===== config.mk =====
export PLATFORM = sky130hd
export DESIGN_NAME = puf_top
export DESIGN_NICKNAME = d
export VERILOG_FILES = /design/src/puf_pkg.sv /design/src/measurement_control.sv /design/src/pair_comparator.sv /design/src/puf_top.sv /design/src/ro_edge_counter.sv
export SDC_FILE = /design/constraint.sdc
export NUM_CORES = 1
export LEC_CHECK = 0
export BUFFER_PORTS_ARGS = -buffer_cell sky130_fd_sc_hd__buf_2
export CELL_PAD_IN_SITES_DETAIL_PLACEMENT = 0
export CELL_PAD_IN_SITES_GLOBAL_PLACEMENT = 1
export CORE_MARGIN = 2
export CORE_UTILIZATION = 45
export CTS_BUF_LIST = sky130_fd_sc_hd__clkbuf_8
export CTS_CLUSTER_SIZE = 16
export DETAILED_ROUTE_END_ITERATION = 16
export PLACE_DENSITY = 0.86
export SYNTH_ARGS = -nofsm -noshare
export SYNTH_HDL_FRONTEND = slang
export SYNTH_HIERARCHICAL = 1
export SYNTH_SLANG_ARGS = --single-unit

===== constraint.sdc =====
create_clock -name fpga_clk -period 2 [get_ports fpga_clk]
set_input_delay 0.2 -clock fpga_clk [delete_from_list [all_inputs] [get_ports fpga_clk]]
set_output_delay 0.2 -clock fpga_clk [all_outputs]
set_load 0.02 [all_outputs]

===== src/puf_pkg.sv =====
package puf_pkg;

    ////////////////////
    // Counter sizing
    ////////////////////

    // Edge count of one oscillator over one window
    parameter int COUNT_WIDTH = 16;

    typedef logic [COUNT_WIDTH-1:0] count_t;

    ////////////////////
    // Phase timing
    ////////////////////

    // Cycle timer, also the type of every phase length
    parameter int TIMER_WIDTH = 16;

    typedef logic [TIMER_WIDTH-1:0] timer_t;

    // Measurement sequence, repeats without end
    typedef enum logic [1:0] {
        phase_idle    = 2'd0,
        phase_settle  = 2'd1,
        phase_measure = 2'd2,
        phase_hold    = 2'd3
    } phase_t;

endpackage


===== src/measurement_control.sv =====
`timescale 1ns/1ps

module measurement_control #(
    parameter puf_pkg::timer_t idle_cycles    = 500,
    parameter puf_pkg::timer_t settle_cycles  = 100,
    parameter puf_pkg::timer_t measure_cycles = 10000,
    parameter puf_pkg::timer_t hold_cycles    = 100
) (
    input  logic fpga_clk,
    input  logic before_compare_reset,
    output logic count_enable,
    output logic count_clear,
    output logic compare
);

    import puf_pkg::*;

    phase_t phase;
    timer_t timer;
    timer_t phase_len;
    logic   phase_end;

    // Length of the current phase in cycles
    always_comb begin
        case (phase)
            phase_idle:    phase_len = idle_cycles;
            phase_settle:  phase_len = settle_cycles;
            phase_measure: phase_len = measure_cycles;
            default:       phase_len = hold_cycles;
        endcase
    end

    assign phase_end = (timer == timer_t'(phase_len - 1'b1));

    ////////////////////
    // Sequencer
    ////////////////////

    always_ff @(posedge fpga_clk) begin
        if (before_compare_reset) begin
            phase        <= phase_idle;
            timer        <= '0;
            count_enable <= 1'b0;
            count_clear  <= 1'b0;
            compare      <= 1'b0;
        end else begin
            // Strobes last a single cycle
            count_clear <= 1'b0;
            compare     <= 1'b0;

            if (phase_end) begin
                timer <= '0;
                case (phase)
                    phase_idle: begin
                        phase        <= phase_settle;
                        count_enable <= 1'b1;
                    end
                    phase_settle: begin
                        // Drop whatever counted while the rings settled
                        phase       <= phase_measure;
                        count_clear <= 1'b1;
                    end
                    phase_measure: begin
                        phase   <= phase_hold;
                        compare <= 1'b1;
                    end
                    default: begin
                        phase        <= phase_idle;
                        count_enable <= 1'b0;
                    end
                endcase
            end else begin
                timer <= timer + 1'b1;
            end
        end
    end

    ////////////////////
    // Checks
    ////////////////////

    // Clear and compare come from different phase ends
    assert property (@(posedge fpga_clk) disable iff (before_compare_reset)
        !(count_clear && compare));

    // Strobes only ever fire inside the enabled window
    assert property (@(posedge fpga_clk) disable iff (before_compare_reset)
        (count_clear || compare) |-> count_enable);

    // Compare follows clear by exactly the measure window
    assert property (@(posedge fpga_clk) disable iff (before_compare_reset)
        count_clear |-> ##(measure_cycles) compare);

endmodule


===== src/pair_comparator.sv =====
`timescale 1ns/1ps

module pair_comparator #(
    parameter int                    num_pairs      = 4,
    parameter logic [num_pairs-1:0]  pair_swap_mask = 1
) (
    input  logic                  fpga_clk,
    input  logic                  before_compare_reset,
    input  logic                  compare,
    input  puf_pkg::count_t       counts [2*num_pairs],
    output logic [num_pairs-1:0]  response,
    output logic                  response_valid
);

    logic [num_pairs-1:0] pair_bit;

    ////////////////////
    // Pair decisions
    ////////////////////

    // Odd ring must be faster when the mask bit is set
    // Even ring must be faster when it is clear
    // Ties give 0 either way
    always_comb begin
        for (int i = 0; i < num_pairs; i++) begin
            if (pair_swap_mask[i]) begin
                pair_bit[i] = (counts[2*i+1] > counts[2*i]);
            end else begin
                pair_bit[i] = (counts[2*i] > counts[2*i+1]);
            end
        end
    end

    ////////////////////
    // Response register
    ////////////////////

    always_ff @(posedge fpga_clk) begin
        if (before_compare_reset) begin
            response       <= '0;
            response_valid <= 1'b0;
        end else begin
            response_valid <= compare;
            // Hold until the next round
            if (compare) begin
                response <= pair_bit;
            end
        end
    end

    // Valid marks only the cycle after a compare strobe
    assert property (@(posedge fpga_clk) disable iff (before_compare_reset)
        response_valid |-> $past(compare));

endmodule


===== src/puf_top.sv =====
`timescale 1ns/1ps

module puf_top #(
    parameter int                    num_pairs      = 4,
    parameter puf_pkg::timer_t       idle_cycles    = 500,
    parameter puf_pkg::timer_t       settle_cycles  = 100,
    parameter puf_pkg::timer_t       measure_cycles = 10000,
    parameter puf_pkg::timer_t       hold_cycles    = 100,
    parameter logic [num_pairs-1:0]  pair_swap_mask = 1
) (
    input  logic                    fpga_clk,
    input  logic                    before_compare_reset,
    input  logic [2*num_pairs-1:0]  ro_tap,
    output logic [num_pairs-1:0]    response,
    output logic                    response_valid,
    output logic                    measuring
);

    import puf_pkg::*;

    logic   count_enable;
    logic   count_clear;
    logic   compare;
    count_t counts [2*num_pairs];

    ////////////////////
    // Phase sequencer
    ////////////////////

    measurement_control #(
        .idle_cycles    (idle_cycles),
        .settle_cycles  (settle_cycles),
        .measure_cycles (measure_cycles),
        .hold_cycles    (hold_cycles)
    ) u_control (
        .fpga_clk             (fpga_clk),
        .before_compare_reset (before_compare_reset),
        .count_enable         (count_enable),
        .count_clear          (count_clear),
        .compare              (compare)
    );

    assign measuring = count_enable;

    ////////////////////
    // One counter per ring
    ////////////////////

    for (genvar r = 0; r < 2*num_pairs; r++) begin : g_ring
        ro_edge_counter u_counter (
            .fpga_clk             (fpga_clk),
            .before_compare_reset (before_compare_reset),
            .ro_tap_bit           (ro_tap[r]),
            .count_enable         (count_enable),
            .count_clear          (count_clear),
            .count                (counts[r])
        );
    end

    // Rings 2i and 2i+1 form pair i
    pair_comparator #(
        .num_pairs      (num_pairs),
        .pair_swap_mask (pair_swap_mask)
    ) u_comparator (
        .fpga_clk             (fpga_clk),
        .before_compare_reset (before_compare_reset),
        .compare              (compare),
        .counts               (counts),
        .response             (response),
        .response_valid       (response_valid)
    );

endmodule


===== src/ro_edge_counter.sv =====
`timescale 1ns/1ps

module ro_edge_counter (
    input  logic             fpga_clk,
    input  logic             before_compare_reset,
    input  logic             ro_tap_bit,
    input  logic             count_enable,
    input  logic             count_clear,
    output puf_pkg::count_t  count
);

    logic sync_meta;
    logic sync_stable;
    logic sync_prev;
    logic edge_seen;

    ////////////////////
    // Tap synchronizer
    ////////////////////

    // Oscillator tap is asynchronous to fpga_clk
    always_ff @(posedge fpga_clk) begin
        if (before_compare_reset) begin
            sync_meta   <= 1'b0;
            sync_stable <= 1'b0;
        end else begin
            sync_meta   <= ro_tap_bit;
            sync_stable <= sync_meta;
        end
    end

    // Registered rising edge detect
    always_ff @(posedge fpga_clk) begin
        if (before_compare_reset) begin
            sync_prev <= 1'b0;
            edge_seen <= 1'b0;
        end else begin
            sync_prev <= sync_stable;
            edge_seen <= sync_stable & ~sync_prev;
        end
    end

    ////////////////////
    // Edge count
    ////////////////////

    always_ff @(posedge fpga_clk) begin
        if (before_compare_reset) begin
            count <= '0;
        end else if (count_clear) begin
            count <= '0;
        end else if (count_enable && edge_seen) begin
            // Wraps at full scale
            count <= count + 1'b1;
        end
    end

endmodule


Word level (Yosys, flattened, before mapping). Index checks and enable logic that the tools add are counted.

Flip-flop bits (word level): 186. Output and inout port bits: 6.

$add $sub $neg: 10. Magnitude comparators: 4. Eq/ne operators: 3. Muxes and demuxes: 5. Bitwise operators: 18. Reduce and logical (&&, ||, !) cells: 14.

Operators by type and width (number): 16-bit by 1-bit adder with 16-bit output, second input constant (9); 16-bit greater-than comparator (4); 14-bit case mux with 2 select lines (1); 16-bit equality test (1); 14-bit by 1-bit subtractor with 15-bit output, second input constant (1); 1-bit NOT (10); 1-bit AND (8); 1-bit logical AND (8); 2-bit OR reduction (4); 2-bit case mux with 3 select lines (1); 2-bit by 1-bit equality test with 1-bit output, second input constant (1); 2-bit equality test, second input constant (1); 2-bit logical NOT (1); 1-bit 2-to-1 mux (2); 1-bit case mux with 2 select lines (1); 2-bit AND reduction (1).

Logic depth before layout (Yosys ltp). Gate-level depths: netlist of run 1.

Word-level depth: 6. Depth in mapped cells: 7.

Hierarchy. Netlist of run 1, hierarchy kept.

By module, submodules not included: ro_edge_counter (instances 8, cells an instance 97, area each 862.1 sq um, sequential area each 400.4 sq um); pair_comparator (instances 1, cells an instance 251, area each 1779.2 sq um, sequential area each 100.1 sq um); measurement_control (instances 1, cells an instance 113, area each 1006.0 sq um, sequential area each 420.4 sq um).

Worst setup path before layout of run 1. Ideal clock, no wire load.

Kind: register -> register. Start point: reg u_control.count_enable. End point: reg g_ring[0].u_counter.count[11]. Library setup time: 70 ps. Arrival: 2132 ps. Required time: 1930 ps. Slack: -202 ps. Cell stages (with the launch flop): 5. Path buffers: 0. Clock period less this slack: 2202 ps. Cell sequence: dfxtp_1 > nand2_2 > or2_4 > or4_1 > a21oi_1.

Word-level cells in the longest chain between the ends: 1.

RTL lines: from (decl) (line measurement_control.sv:11) `output logic count_enable,`; from (signal assigned) (line measurement_control.sv:43) `count_enable <= 1'b0;`; from (signal assigned) (line measurement_control.sv:56) `count_enable <= 1'b1;`; from (signal assigned) (line measurement_control.sv:69) `count_enable <= 1'b0;`; 1-bit logical AND (line ro_edge_counter.sv:52) `end else if (count_enable && edge_seen) begin`; to (signal assigned) (line ro_edge_counter.sv:54) `count <= count + 1'b1;`; to (decl) (line ro_edge_counter.sv:9) `output puf_pkg::count_t count`.

Every way passes these cells. A chain may end at the register's enable or synchronous reset.

Final worst setup path of run 1.
Start point: reg u_control.phase[0]. End point: reg u_control.phase[0].

Word-level cells in the longest chain between the ends: 4. Elaborated cells on any way between the ends: 7.

RTL lines: from (decl) (line measurement_control.sv:18) `phase_t phase;`; from (signal assigned) (line measurement_control.sv:41) `phase <= phase_idle;`; from (signal assigned) (line measurement_control.sv:55) `phase <= phase_settle;`; from (signal assigned) (line measurement_control.sv:60) `phase <= phase_measure;`; 2-bit equality test / 2-bit logical NOT (equally long branches) (line measurement_control.sv:25, measurement_control.sv:53); 14-bit case mux with 2 select lines (line measurement_control.sv:25) `case (phase)`; 14-bit by 1-bit subtractor with 15-bit output (line measurement_control.sv:33) `assign phase_end = (timer == timer_t'(phase_len - 1'b1));`; 16-bit equality test (line measurement_control.sv:33).

Several ways; a longest one is shown, not always the timed one.

==> results.md, run 1 <==
* Status: finished, final reports clean
* Relative slew margins at 0.5857
* Register area share after synthesis at 0.3846
* Synth Instances at 1140
* Seq pwr share at 0.553
* Net Sw Power at roughly 1400 uW
* Most used DFF post-synth: dfxtp_1
* Iteration-0 DRC Markers at 345
* Largest net degree at the start of global routing at 29
* Yosys warns at 6
* Die X-Extent at 150.7 um
* Seq cells post-synth at between 150 and 200
* Final Critical Period at about 1900 ps
* Synth Cell Area at 9682 um2
* CTS tree: yes
* Startpoint Class: flop
* Hold depth at 2
* Mapped Nets at 1227
* RePlAce Congestion at 0.7810
* Int Power at 5360 uW
* Post-synth ARST share at 0
* R2R Setup Slk at 130 ps
* Clock Latency Late Sink at 460 ps
* Leak Pwr at around 0.0039 uW
* Post-Layout Cell Count at 1452
* CP arrival at 2210 ps
* Area Overhead vs Synth at 9.861%
* WP data required at around 2300 ps
* Sink Count at 186
* H-tree levels at 4
* Total congestion overflow at 0
* DR WL/cell at 12.74 um
* Starting Density at 0.4591
* Routed Antenna Nets at 0
* GRT Util Overall at 0.1728
* Clock Power Share at 0.427
* Max-Cap Viols at 0
* Syn Area/Cell at 8.493 um2
* Reg2reg end: u_control/phase[0]
* Setup violators final at 0
* Max Slew Vio Count at 0
* Max Fanout on Critical Path at 7
* CP max stage delay at 410 ps
* Number of global-route vias before repair at 7095
* First-pass GRT wire length at 32590 um
* FP Rows at 53
* CTS Buf Count at 17
* Root Buffer Master: clkbuf_8
* Post-route worst setup slack at around 130 ps
* Clock transition at path regs at around 90 ps
* Combinational cell fraction of total power at 0.020
* Vias per cell at 5.267
* Cell variety after synth at 50
* Die area at 22700 um2
* Crit Path Class: reg2reg
* Placed Cells at 1412
* Period utilization at 0.9350
* Detailed Routing Iterations Pass 1 at 5
* Worst hold path type: in2reg
* Worst Setup EP: u_control/phase[0]
* Final Hold Violating Endpoints at 0
* Worst vdd ir at ~0.50 mV
* Core Box Area at 21090 um2
* Port Buf Inserts at 15
* Initial antenna violation count at 0
* R2r startpoint: u_control/phase[0]
* Worst slew pin tran at 621.5 ps
* Critical path origin: u_control/phase[0]
* Critical Path End Type: flop
* Power consumption at 6774 uW
* Fmax at 534.8 MHz
* Pwr per Cell Area at 636.9 nW/um2
* Antenna diodes at 0
* CTS Buffer Depth at 2
* I/O Pins at 16
* Worst Clk Skew at roughly 15 ps
* Die H at ~150 um
* Vias at roughly 7.6k
* DP Wirelength at 13270 um
* Crit-path slowest cell: dfxtp_1
* Dpl ws at 100.7 ps
* Total Wirelength at 18510 um
* Fin nets at 1251
* Worst R2R Path Depth at 6
* Layout cells sized above 1 at 0.09856
* Number of remaining DRC errors at 0
* Sw Ratio at 0.2088
* Cells along the critical path: inv_1 > ha_1 > nor4_2 > a31oi_2 > nor3_2 > mux2_2
* EDFF count, synth at 0
* Worst hold slack at about 250 ps
-- power groups by stage --
stage,Clock [uW],Sequential (uW),Combinational (uW)
3_5_place_dp,0,3830,121
4_1_cts,2980,3750,133
2_1_floorplan,0,3830,82.5
5_1_grt,3150,3750,151
3_3_place_gp,0,3830,120
6_report,2900,3740,134
-- cells by family (layout without fill, tap and decap cells) --
family / Yosys count / after routing / share of synthesized area
AO/OA/AOI/OAI: 135 / 135 / 0.08827
XOR/XNOR: 93 / 93 / 0.08413
adder cells (fa/ha/maj): 77 / 77 / 0.09951
buffers and inverters: 125 / 162 / 0.05014
flip-flops: 186 / 186 / 0.3846
multiplexers: 3 / 3 / 0.003231
AND/OR/NAND/NOR: 521 / 521 / 0.2901
-- worst min-delay path by stage --
stage                                        from                              end  slack, ps
CTS                          before_compare_reset  g_ring[1].u_counter/sync_stable        240
floorplan                    before_compare_reset      u_comparator/response_valid        270
global placement    g_ring[2].u_counter/sync_prev    g_ring[2].u_counter/edge_seen        370
detailed placement  g_ring[2].u_counter/sync_prev    g_ring[2].u_counter/edge_seen        370
finish                       before_compare_reset  g_ring[1].u_counter/sync_stable        250
global route                 before_compare_reset    g_ring[5].u_counter/sync_meta        250
-- metrics by stage --
stage	TNS (ps)	instance area, um2	utilization
finish	0	10640	0.5044
global route	-30.22	10640	0.5044
CTS	0	10620	0.5034
detailed placement	0	10060	0.4773
global placement	0	10060	0.4773
floorplan	0	9683	-
-- cell usage in the layout (no fill, tap or decap), drive strengths merged, types with 2 or more instances in the layout --
master       netlist  routed
clkinvlp           0       2
a311o              8       8
mux2i              2       2
o31ai             17      17
xnor2             31      31
nand2            111     111
o211ai             3       3
a31oi              4       4
o21ai             18      18
xor2              62      62
nand4             53      53
nor2b             33      33
a21oi             64      64
and4              18      18
nor4              23      23
nor2             126     126
and3              12      12
inv               98     101
nand3b             8       8
a221oi             4       4
dlygate4sd3        0       8
or3               20      20
o221ai             4       4
nor3              36      36
or2               16      16
clkinv             0       2
ha                77      77
or4                9       9
and2               8       8
bufinv             0       5
a211o             11      11
clkbuf            17      20
buf               10      24
nand3             46      46
dfxtp            186     186
-- final cells by class --
cell class,instances,area (um2)
multi-input combinational,829,5490
fill,2043,10450
clock inverter,12,195.2
clock buffer,20,275.3
inverter,98,367.9
sequential,186,3725
tap,275,344.1
timing repair buffer,32,239.0
-- flip-flops by register name, indices dropped and copies added (netlist names), 2 cells and up --
signal / flops
g_ring.u_counter/sync_meta: 8
g_ring.u_counter/edge_seen: 8
g_ring.u_counter/sync_stable: 8
g_ring.u_counter/count: 128
u_control/phase: 2
g_ring.u_counter/sync_prev: 8
u_control/timer: 16
u_comparator/response: 4
-- cells in the mapped netlist, types with 2 or more instances --
| cell type | n | area, um2 |
|---|---|---|
| o211ai_1 | 3 | 22.52 |
| mux2i_1 | 2 | 20.02 |
| a21oi_1 | 64 | 320.3 |
| a211o_1 | 10 | 87.58 |
| inv_1 | 98 | 367.9 |
| and2_1 | 8 | 50.05 |
| nand4_1 | 52 | 325.3 |
| and4_2 | 9 | 90.09 |
| or3_1 | 20 | 125.1 |
| nor4_2 | 8 | 100.1 |
| nand2_2 | 8 | 50.05 |
| a311o_1 | 8 | 80.08 |
| nand3_2 | 8 | 80.08 |
| buf_2 | 9 | 45.04 |
| xnor2_1 | 31 | 271.5 |
| or2_2 | 8 | 50.05 |
| nand3b_1 | 8 | 60.06 |
| ha_1 | 77 | 963.4 |
| nand3_1 | 37 | 185.2 |
| o221ai_1 | 4 | 35.03 |
| a221oi_1 | 4 | 35.03 |
| and4_1 | 9 | 78.83 |
| xor2_1 | 62 | 543.0 |
| and3_1 | 11 | 68.82 |
| nor3_1 | 35 | 175.2 |
| o31ai_1 | 16 | 120.1 |
| nor4_1 | 15 | 93.84 |
| dfxtp_1 | 186 | 3724 |
| nor2b_1 | 33 | 206.5 |
| clkbuf_1 | 16 | 60.06 |
| a31oi_1 | 4 | 25.02 |
| o21ai_0 | 18 | 90.09 |
| or2_4 | 8 | 70.07 |
| or4_1 | 8 | 60.06 |
| nand2_1 | 103 | 386.6 |
| nor2_1 | 126 | 473.0 |
-- critical path, delay by kind of cell (launching register included) --
family / cells / cell delay [ps]
AOI/OAI and AO/OA: 1 / 170
muxes: 1 / 350
DFF: 1 / 410
and+or+nand+nor: 2 / 440
buffers and inverters: 1 / 110
adders and majority gates: 1 / 290
-- metal layers --
| layer | wire [um] | global-route usage | vias up |
|---|---|---|---|
| met5 | 0 | 0 | - |
| met4 | 138 | 0.03411 | 0 |
| met3 | 479 | 0.03606 | 15 |
| met2 | 8220 | 0.2755 | 62 |
| met1 | 9667 | 0.2428 | 3554 |
| li1 | - | - | 4016 |
-- what timing repair did --
action	CTS	global route
gates resized for setup	0	4
setup buffers	0	0
hold buffers	8	0
endpoints found under the hold margin	8	0
endpoints found under the setup margin	0	3
Power figures use the tool's default switching activity.
==> inputs of run 2 (changes only) <==
CORE_ASPECT_RATIO = 2   (was unset)
==> results.md, run 2 (synthesis results as in run 1) <==
* Port Buf Inserts at 15 (unchanged)
* Core Box Area at 21020 um2 (-0.32%)
* Period utilization at 0.9182 (-0.01679)
* Final Hold Violating Endpoints at 0 (unchanged)
* Starting Density at 0.4606 (+0.001476)
* CTS Buffer Depth at 2 (unchanged)
* Biggest regs: g_ring.u_counter/count: 128 flops, u_control/timer: 16 flops
* Most common cell after layout, fill and taps aside: dfxtp_1
* Clock Power Share at 0.398 (-0.029)
* GRT Util Overall at 0.1910 (+0.01821)
* DP Wirelength at 15600 um (+18%)
* Final design utilization at 0.5048 (about the same)
* First-pass GRT wire length at 34760 um (+6.7%)
* Leak Pwr at 0.003870 uW (+0.11%)
* Startpoint Class: flop
* Sink Count at 186 (unchanged)
* H-tree levels at 4 (unchanged)
* Layout cells sized above 1 at 0.1055 (+0.006930)
* Setup violators final at 0 (unchanged)
* Status: finished, final reports clean
* WP data required at 2410 ps (+70 ps)
* Fin nets at 1259 (+0.64%)
* Total congestion overflow at 0 (unchanged)
* Die H at 211.4 um (+40%)
* DR WL/cell at 14.32 um (+12%)
* Routed Antenna Nets at 0 (unchanged)
* Filler Cell Count at 2046 (+0.15%)
* Max Fanout on Critical Path at 7 (unchanged)
* Die area at 22780 um2 (+0.31%)
* Detailed Routing Iterations Pass 1 at 5 (unchanged)
* Setup_tns at 0 ps (unchanged)
* Crit Path Class: reg2reg
* Vias at 7842 (+2.6%)
* Initial antenna violation count at 0 (unchanged)
* Pwr per Cell Area at 607.3 nW/um2 (-4.6%)
* Die X-Extent at 107.7 um (-29%)
* Most frequent cells in the layout: 184 x dfxtp_1, 126 x nor2_1, 103 x nand2_1, 98 x inv_1, 77 x ha_1
* R2R Setup Slk at 160 ps (+30 ps)
* Power consumption at 6445 uW (-4.9%)
* Largest reg by FF count: g_ring.u_counter/count
* Worst R2R Path Depth at 6 (unchanged)
* Fmax at 544.5 MHz (+1.8%)
* Total Wirelength at 20820 um (+13%)
* Area of the multi-input gates at 5478 um2 (-0.23%)
* Worst Clk Skew at 9.424 ps (-5.671 ps)
* Clock Latency Late Sink at 490 ps (+30 ps)
* CTS Buf Count at 17 (unchanged)
* Critical Path End Type: flop
* Sw Ratio at 0.2304 (+0.02166)
* RePlAce Congestion at 0.8511 (+9.0%)
* Net Sw Power at 1485 uW (+5.0%)
* I/O Pins at 16 (unchanged)
* Worst vdd ir at 0.6614 mV (+32%)
* Clock transition at path regs at 90 ps (about the same)
* Worst hold slack at 185.8 ps (-64.13 ps)
* Largest net degree at the start of global routing at 29 (unchanged)
* Vias per cell at 5.393 (+2.4%)
* Iteration-0 DRC Markers at 187 (-46%)
* Area Overhead vs Synth at 9.602%
* Number of remaining DRC errors at 0 (unchanged)
* Seq pwr share at 0.581 (+0.028)
* Max reg flops at 128 (unchanged)
* Combinational cell fraction of total power at 0.021 (about the same)
* Relative slew margins at 0.6445 (+0.05882)
* FP Rows at 75 (+42%)
* Worst hold path type: in2reg
* Max-Cap Viols at 0 (unchanged)
* CP arrival at 2250 ps (+40 ps)
* CTS tree: yes
* Final Critical Period at 1836 ps (-33.58 ps)
* Int Power at 4960 uW (-7.5%)
* Worst slew pin tran at 533.2 ps (-88.23 ps)
* Hold depth at 2 (unchanged)
* Reg area at 3726 um2 (about the same)
* Max Slew Vio Count at 0 (unchanged)
* Antenna diodes at 0 (unchanged)
* Root Buffer Master: clkbuf_8
* Number of global-route vias before repair at 7723 (+8.9%)
run 2: metrics by stage:
step | area (um2) | setup slack (ps) | instances
CTS | 10600 | 83.29 | 1454
global placement | 10120 | 98.33 | 1414
finish | 10610 | 163.6 | 1454
floorplan | 9683 | 137.4 | 1140
detailed placement | 10120 | 106.2 | 1414
global route | 10610 | -3.513 | 1454
run 2: path summary, 6_finish.rpt:
path | from | to
worst min-delay path | before_compare_reset | g_ring[1].u_counter/sync_stable
worst max-delay path | u_control/phase[0] | u_control/count_enable
worst max register to register | u_control/phase[0] | u_control/count_enable
worst min register to register | g_ring[3].u_counter/sync_prev | g_ring[3].u_counter/edge_seen
run 2: cell type report:
class | instances | area share
inverter | 98 | 0.03467
clock buffer | 19 | 0.02464
multi-input combinational | 829 | 0.5162
timing repair buffer | 40 | 0.02818
tap | 269 | 0.03172
clock inverter | 13 | 0.01344
sequential | 186 | 0.3511
run 2: power by group through the flow:
| stage | combinational [uW] | clock [uW] | sequential (uW) |
|---|---|---|---|
| global route | 150 | 2800 | 3750 |
| CTS | 135 | 2680 | 3740 |
| finish | 134 | 2570 | 3740 |
| detailed placement | 123 | 0 | 3830 |
| global placement | 121 | 0 | 3830 |
| floorplan | 82.5 | 0 | 3830 |
run 2: worst max-delay path, stage by stage, from the launching register on:
cell and delay, ps:
dfxtp_2 370, inv_1 80, ha_1 280, nor4_1 210, a31oi_1 200, nor4_1 410, mux2i_1 220
run 2: what timing repair did:
| action | CTS | global route |
|---|---|---|
| buffers inserted | 0 | 0 |
| setup endpoints to repair | 0 | 21 |
| resized for setup | 0 | 3 |
| hold endpoints to repair | 8 | 0 |
| hold buffers | 8 | 0 |
run 2: per-layer routing:
| metal | up-vias | share of wire | global-route usage |
|---|---|---|---|
| li1 | 4028 | - | - |
| met1 | 3644 | 0.38 | 0.1881 |
| met2 | 114 | 0.55 | 0.3635 |
| met3 | 56 | 0.023 | 0.03695 |
| met4 | 0 | 0.045 | 0.1039 |
| met5 | - | 0 | 0 |
==> inputs of run 3 (changes only) <==
CELL_PAD_IN_SITES_DETAIL_PLACEMENT = unset   (was 0)
CELL_PAD_IN_SITES_GLOBAL_PLACEMENT = unset   (was 1)
PLACE_DENSITY = 0.71   (was 0.86)
==> results.md, run 3 (synthesis results as in run 1) <==
* Largest net degree at the start of global routing at 30 (+3.4%)
* Total Wirelength at 20490 um (-1.6%)
* Crit Path Class: reg2reg
* Cells along the critical path: inv_1 > ha_1 > nand4_1 > nor4_1 > nand2_1 > a31oi_1
* Power consumption at 6749 uW (+4.7%)
* CTS tree: yes
* Setup_tns at 0 ps (unchanged)
* Post-Layout Cell Count at 1450 (-0.28%)
* DP Wirelength at 15160 um (-2.8%)
* Die area at 22780 um2 (unchanged)
* Number of remaining DRC errors at 0 (unchanged)
* R2r startpoint: g_ring[0].u_counter/count[14]
* Root Buffer Master: clkbuf_8
* Hold_sp: before_compare_reset
* I/O Pins at 16 (unchanged)
* Setup violators final at 0 (unchanged)
* Total congestion overflow at 0 (unchanged)
* Routed Antenna Nets at 0 (unchanged)
* Fmax at 530.2 MHz (-2.6%)
* Final Hold Violating Endpoints at 0 (unchanged)
* Crit-path slowest cell: nor4_1
* Leak Pwr at 0.003871 uW (about the same)
* CP max stage delay at 580 ps (+170 ps)
* Period utilization at 0.9431 (+0.02489)
* Initial antenna violation count at 0 (unchanged)
* DR WL/cell at 14.13 um (-1.3%)
* Die H at 211.4 um (unchanged)
* Antenna diodes at 0 (unchanged)
* First-pass GRT wire length at 34320 um (-1.3%)
* Critical Path End Type: flop
* Final Critical Period at 1886 ps (+49.78 ps)
* RePlAce Congestion at 0.8520 (+0.11%)
* R2R Setup Slk at 110 ps (-50 ps)
* Placed Cells at 1410 (-0.28%)
* Layout cells sized above 1 at 0.1016 (-0.003876)
* Worst Setup EP: u_comparator/response[0]
* Worst slew pin tran at 568.3 ps (+35.09 ps)
* Clock Latency Late Sink at 490 ps (about the same)
* Final design utilization at 0.5058 (+0.001012)
* Worst hold path type: in2reg
* Buffers & Inverters on Critical Path at 1 (unchanged)
* Vias per cell at 5.456 (+1.2%)
* CTS Buffer Depth at 2 (unchanged)
* Placed Instance Area at 10090 um2 (-0.30%)
* Largest reg by FF count: g_ring.u_counter/count
* Post-CTS Setup Bufs at 0 (unchanged)
* Status: finished, final reports clean
* Clock transition at path regs at 90 ps (about the same)
* Starting Density at 0.4606 (unchanged)
* Biggest regs: g_ring.u_counter/count: 128 flops, u_control/timer: 16 flops
* Die X-Extent at 107.7 um (unchanged)
* Detailed Routing Iterations Pass 1 at 4 (-1)
* GRT Util Overall at 0.1856 (-0.005436)
* WP data required at 2420 ps (about the same)
* Port Buf Inserts at 15 (unchanged)
* Worst vdd ir at 0.4913 mV (-26%)
* Sink Count at 186 (unchanged)
* Most common cell after layout, fill and taps aside: dfxtp_1
* Max Fanout on Critical Path at 5 (-2)
* Iteration-0 DRC Markers at 226 (+21%)
* Core Box Area at 21020 um2 (unchanged)
* Most frequent cells in the layout: 183 x dfxtp_1, 126 x nor2_1, 103 x nand2_1, 100 x inv_1, 77 x ha_1
* Pwr per Cell Area at 634.8 nW/um2 (+4.5%)
* Finished Cell Area at 10630 um2 (+0.20%)
* Vias at 7911 (+0.88%)
* CTS Buf Count at 17 (unchanged)
* H-tree levels at 4 (unchanged)
* Relative slew margins at 0.6176 (-0.02689)
* Worst R2R Path Depth at 6 (unchanged)
* Levels on crit path at 6 (unchanged)
* FP Rows at 75 (unchanged)
* CP arrival at 2300 ps (+50 ps)
* Max Slew Vio Count at 0 (unchanged)
* Startpoint Class: flop
* Reg2reg end: u_comparator/response[0]
* Area Overhead vs Synth at 9.822%
* Fin nets at 1255 (-0.32%)
* Max-Cap Viols at 0 (unchanged)
* Family with the most delay on the worst path: simple AND/OR/NAND/NOR gates
* Critical path origin: g_ring[0].u_counter/count[14]
* Max reg flops at 128 (unchanged)
* Number of global-route vias before repair at 7877 (+2.0%)
* Worst Clk Skew at 17.86 ps (+8.434 ps)
## run 3: changes by cell type in the layout (fill, tap and decap cells not counted)
cell,previous run,this run
clkinvlp_4,2,3
clkbuf_8,19,17
clkinv_4,4,3
inv_1,98,100
buf_6,1,0
dfxtp_2,2,3
clkinv_2,3,0
bufinv_16,2,5
buf_4,15,12
dfxtp_1,184,183
## run 3: per-layer routing
layer,global-route usage,part of all wire,wire [um],up-vias
met3,0.03140,0.020,419,43
met1,0.1759,0.38,7829,3740
met4,0.09240,0.030,612,0
li1,-,-,-,4016
met5,0,0,0,-
met2,0.3682,0.57,11630,112
## run 3: layout make-up
class                   instances  area (um2)
clock buffers                  17       234.0
clock inverters                15       224.0
fillers                      2068       10390
inverters                      98       367.9
multi-input cells             829        5478
flip-flops and latches        186        3727
well taps                     269       336.6
repair buffers                 36       265.3
## run 3: worst reg2reg max path: cells and delay by family (launching register included)
kind | cells | cell delay [ps]
AO/OA/AOI/OAI | 1 | 180
adder cells (fa/ha/maj) | 1 | 290
buffers and inverters | 1 | 60
flip-flops | 1 | 400
AND/OR/NAND/NOR | 3 | 890
## run 3: worst min path at each step
stage / slack, ps / to / depth (start not counted)
2_1_floorplan: 270 / u_comparator/response_valid / 1
3_3_place_gp: 370 / g_ring[6].u_counter/edge_seen / 1
3_5_place_dp: 370 / g_ring[1].u_counter/edge_seen / 1
4_1_cts: 100 / u_comparator/response_valid / 2
5_1_grt: 160 / u_comparator/response_valid / 2
6_report: 130 / u_comparator/response_valid / 2
## run 3: stage by stage
step / hold WS, ps / setup WS, ps
3_3_place_gp: 370.4 / 98.00
5_1_grt: 157.4 / -6.626
4_1_cts: 104.3 / 20.87
2_1_floorplan: 266.7 / 137.4
3_5_place_dp: 372.8 / 22.04
6_report: 134.3 / 113.8
## run 3: timing repair
action	4_1_cts	5_1_grt
hold buffers	8	0
endpoints found under the setup margin	0	5
endpoints found under the hold margin	8	0
resized for setup	0	3
## run 3: where the power goes
group	leakage [uW]	internal, uW	switching [uW]
registers	0.00150	3730	15.9
clock network	0.000225	1490	1380
logic	0.00214	48.4	83.5
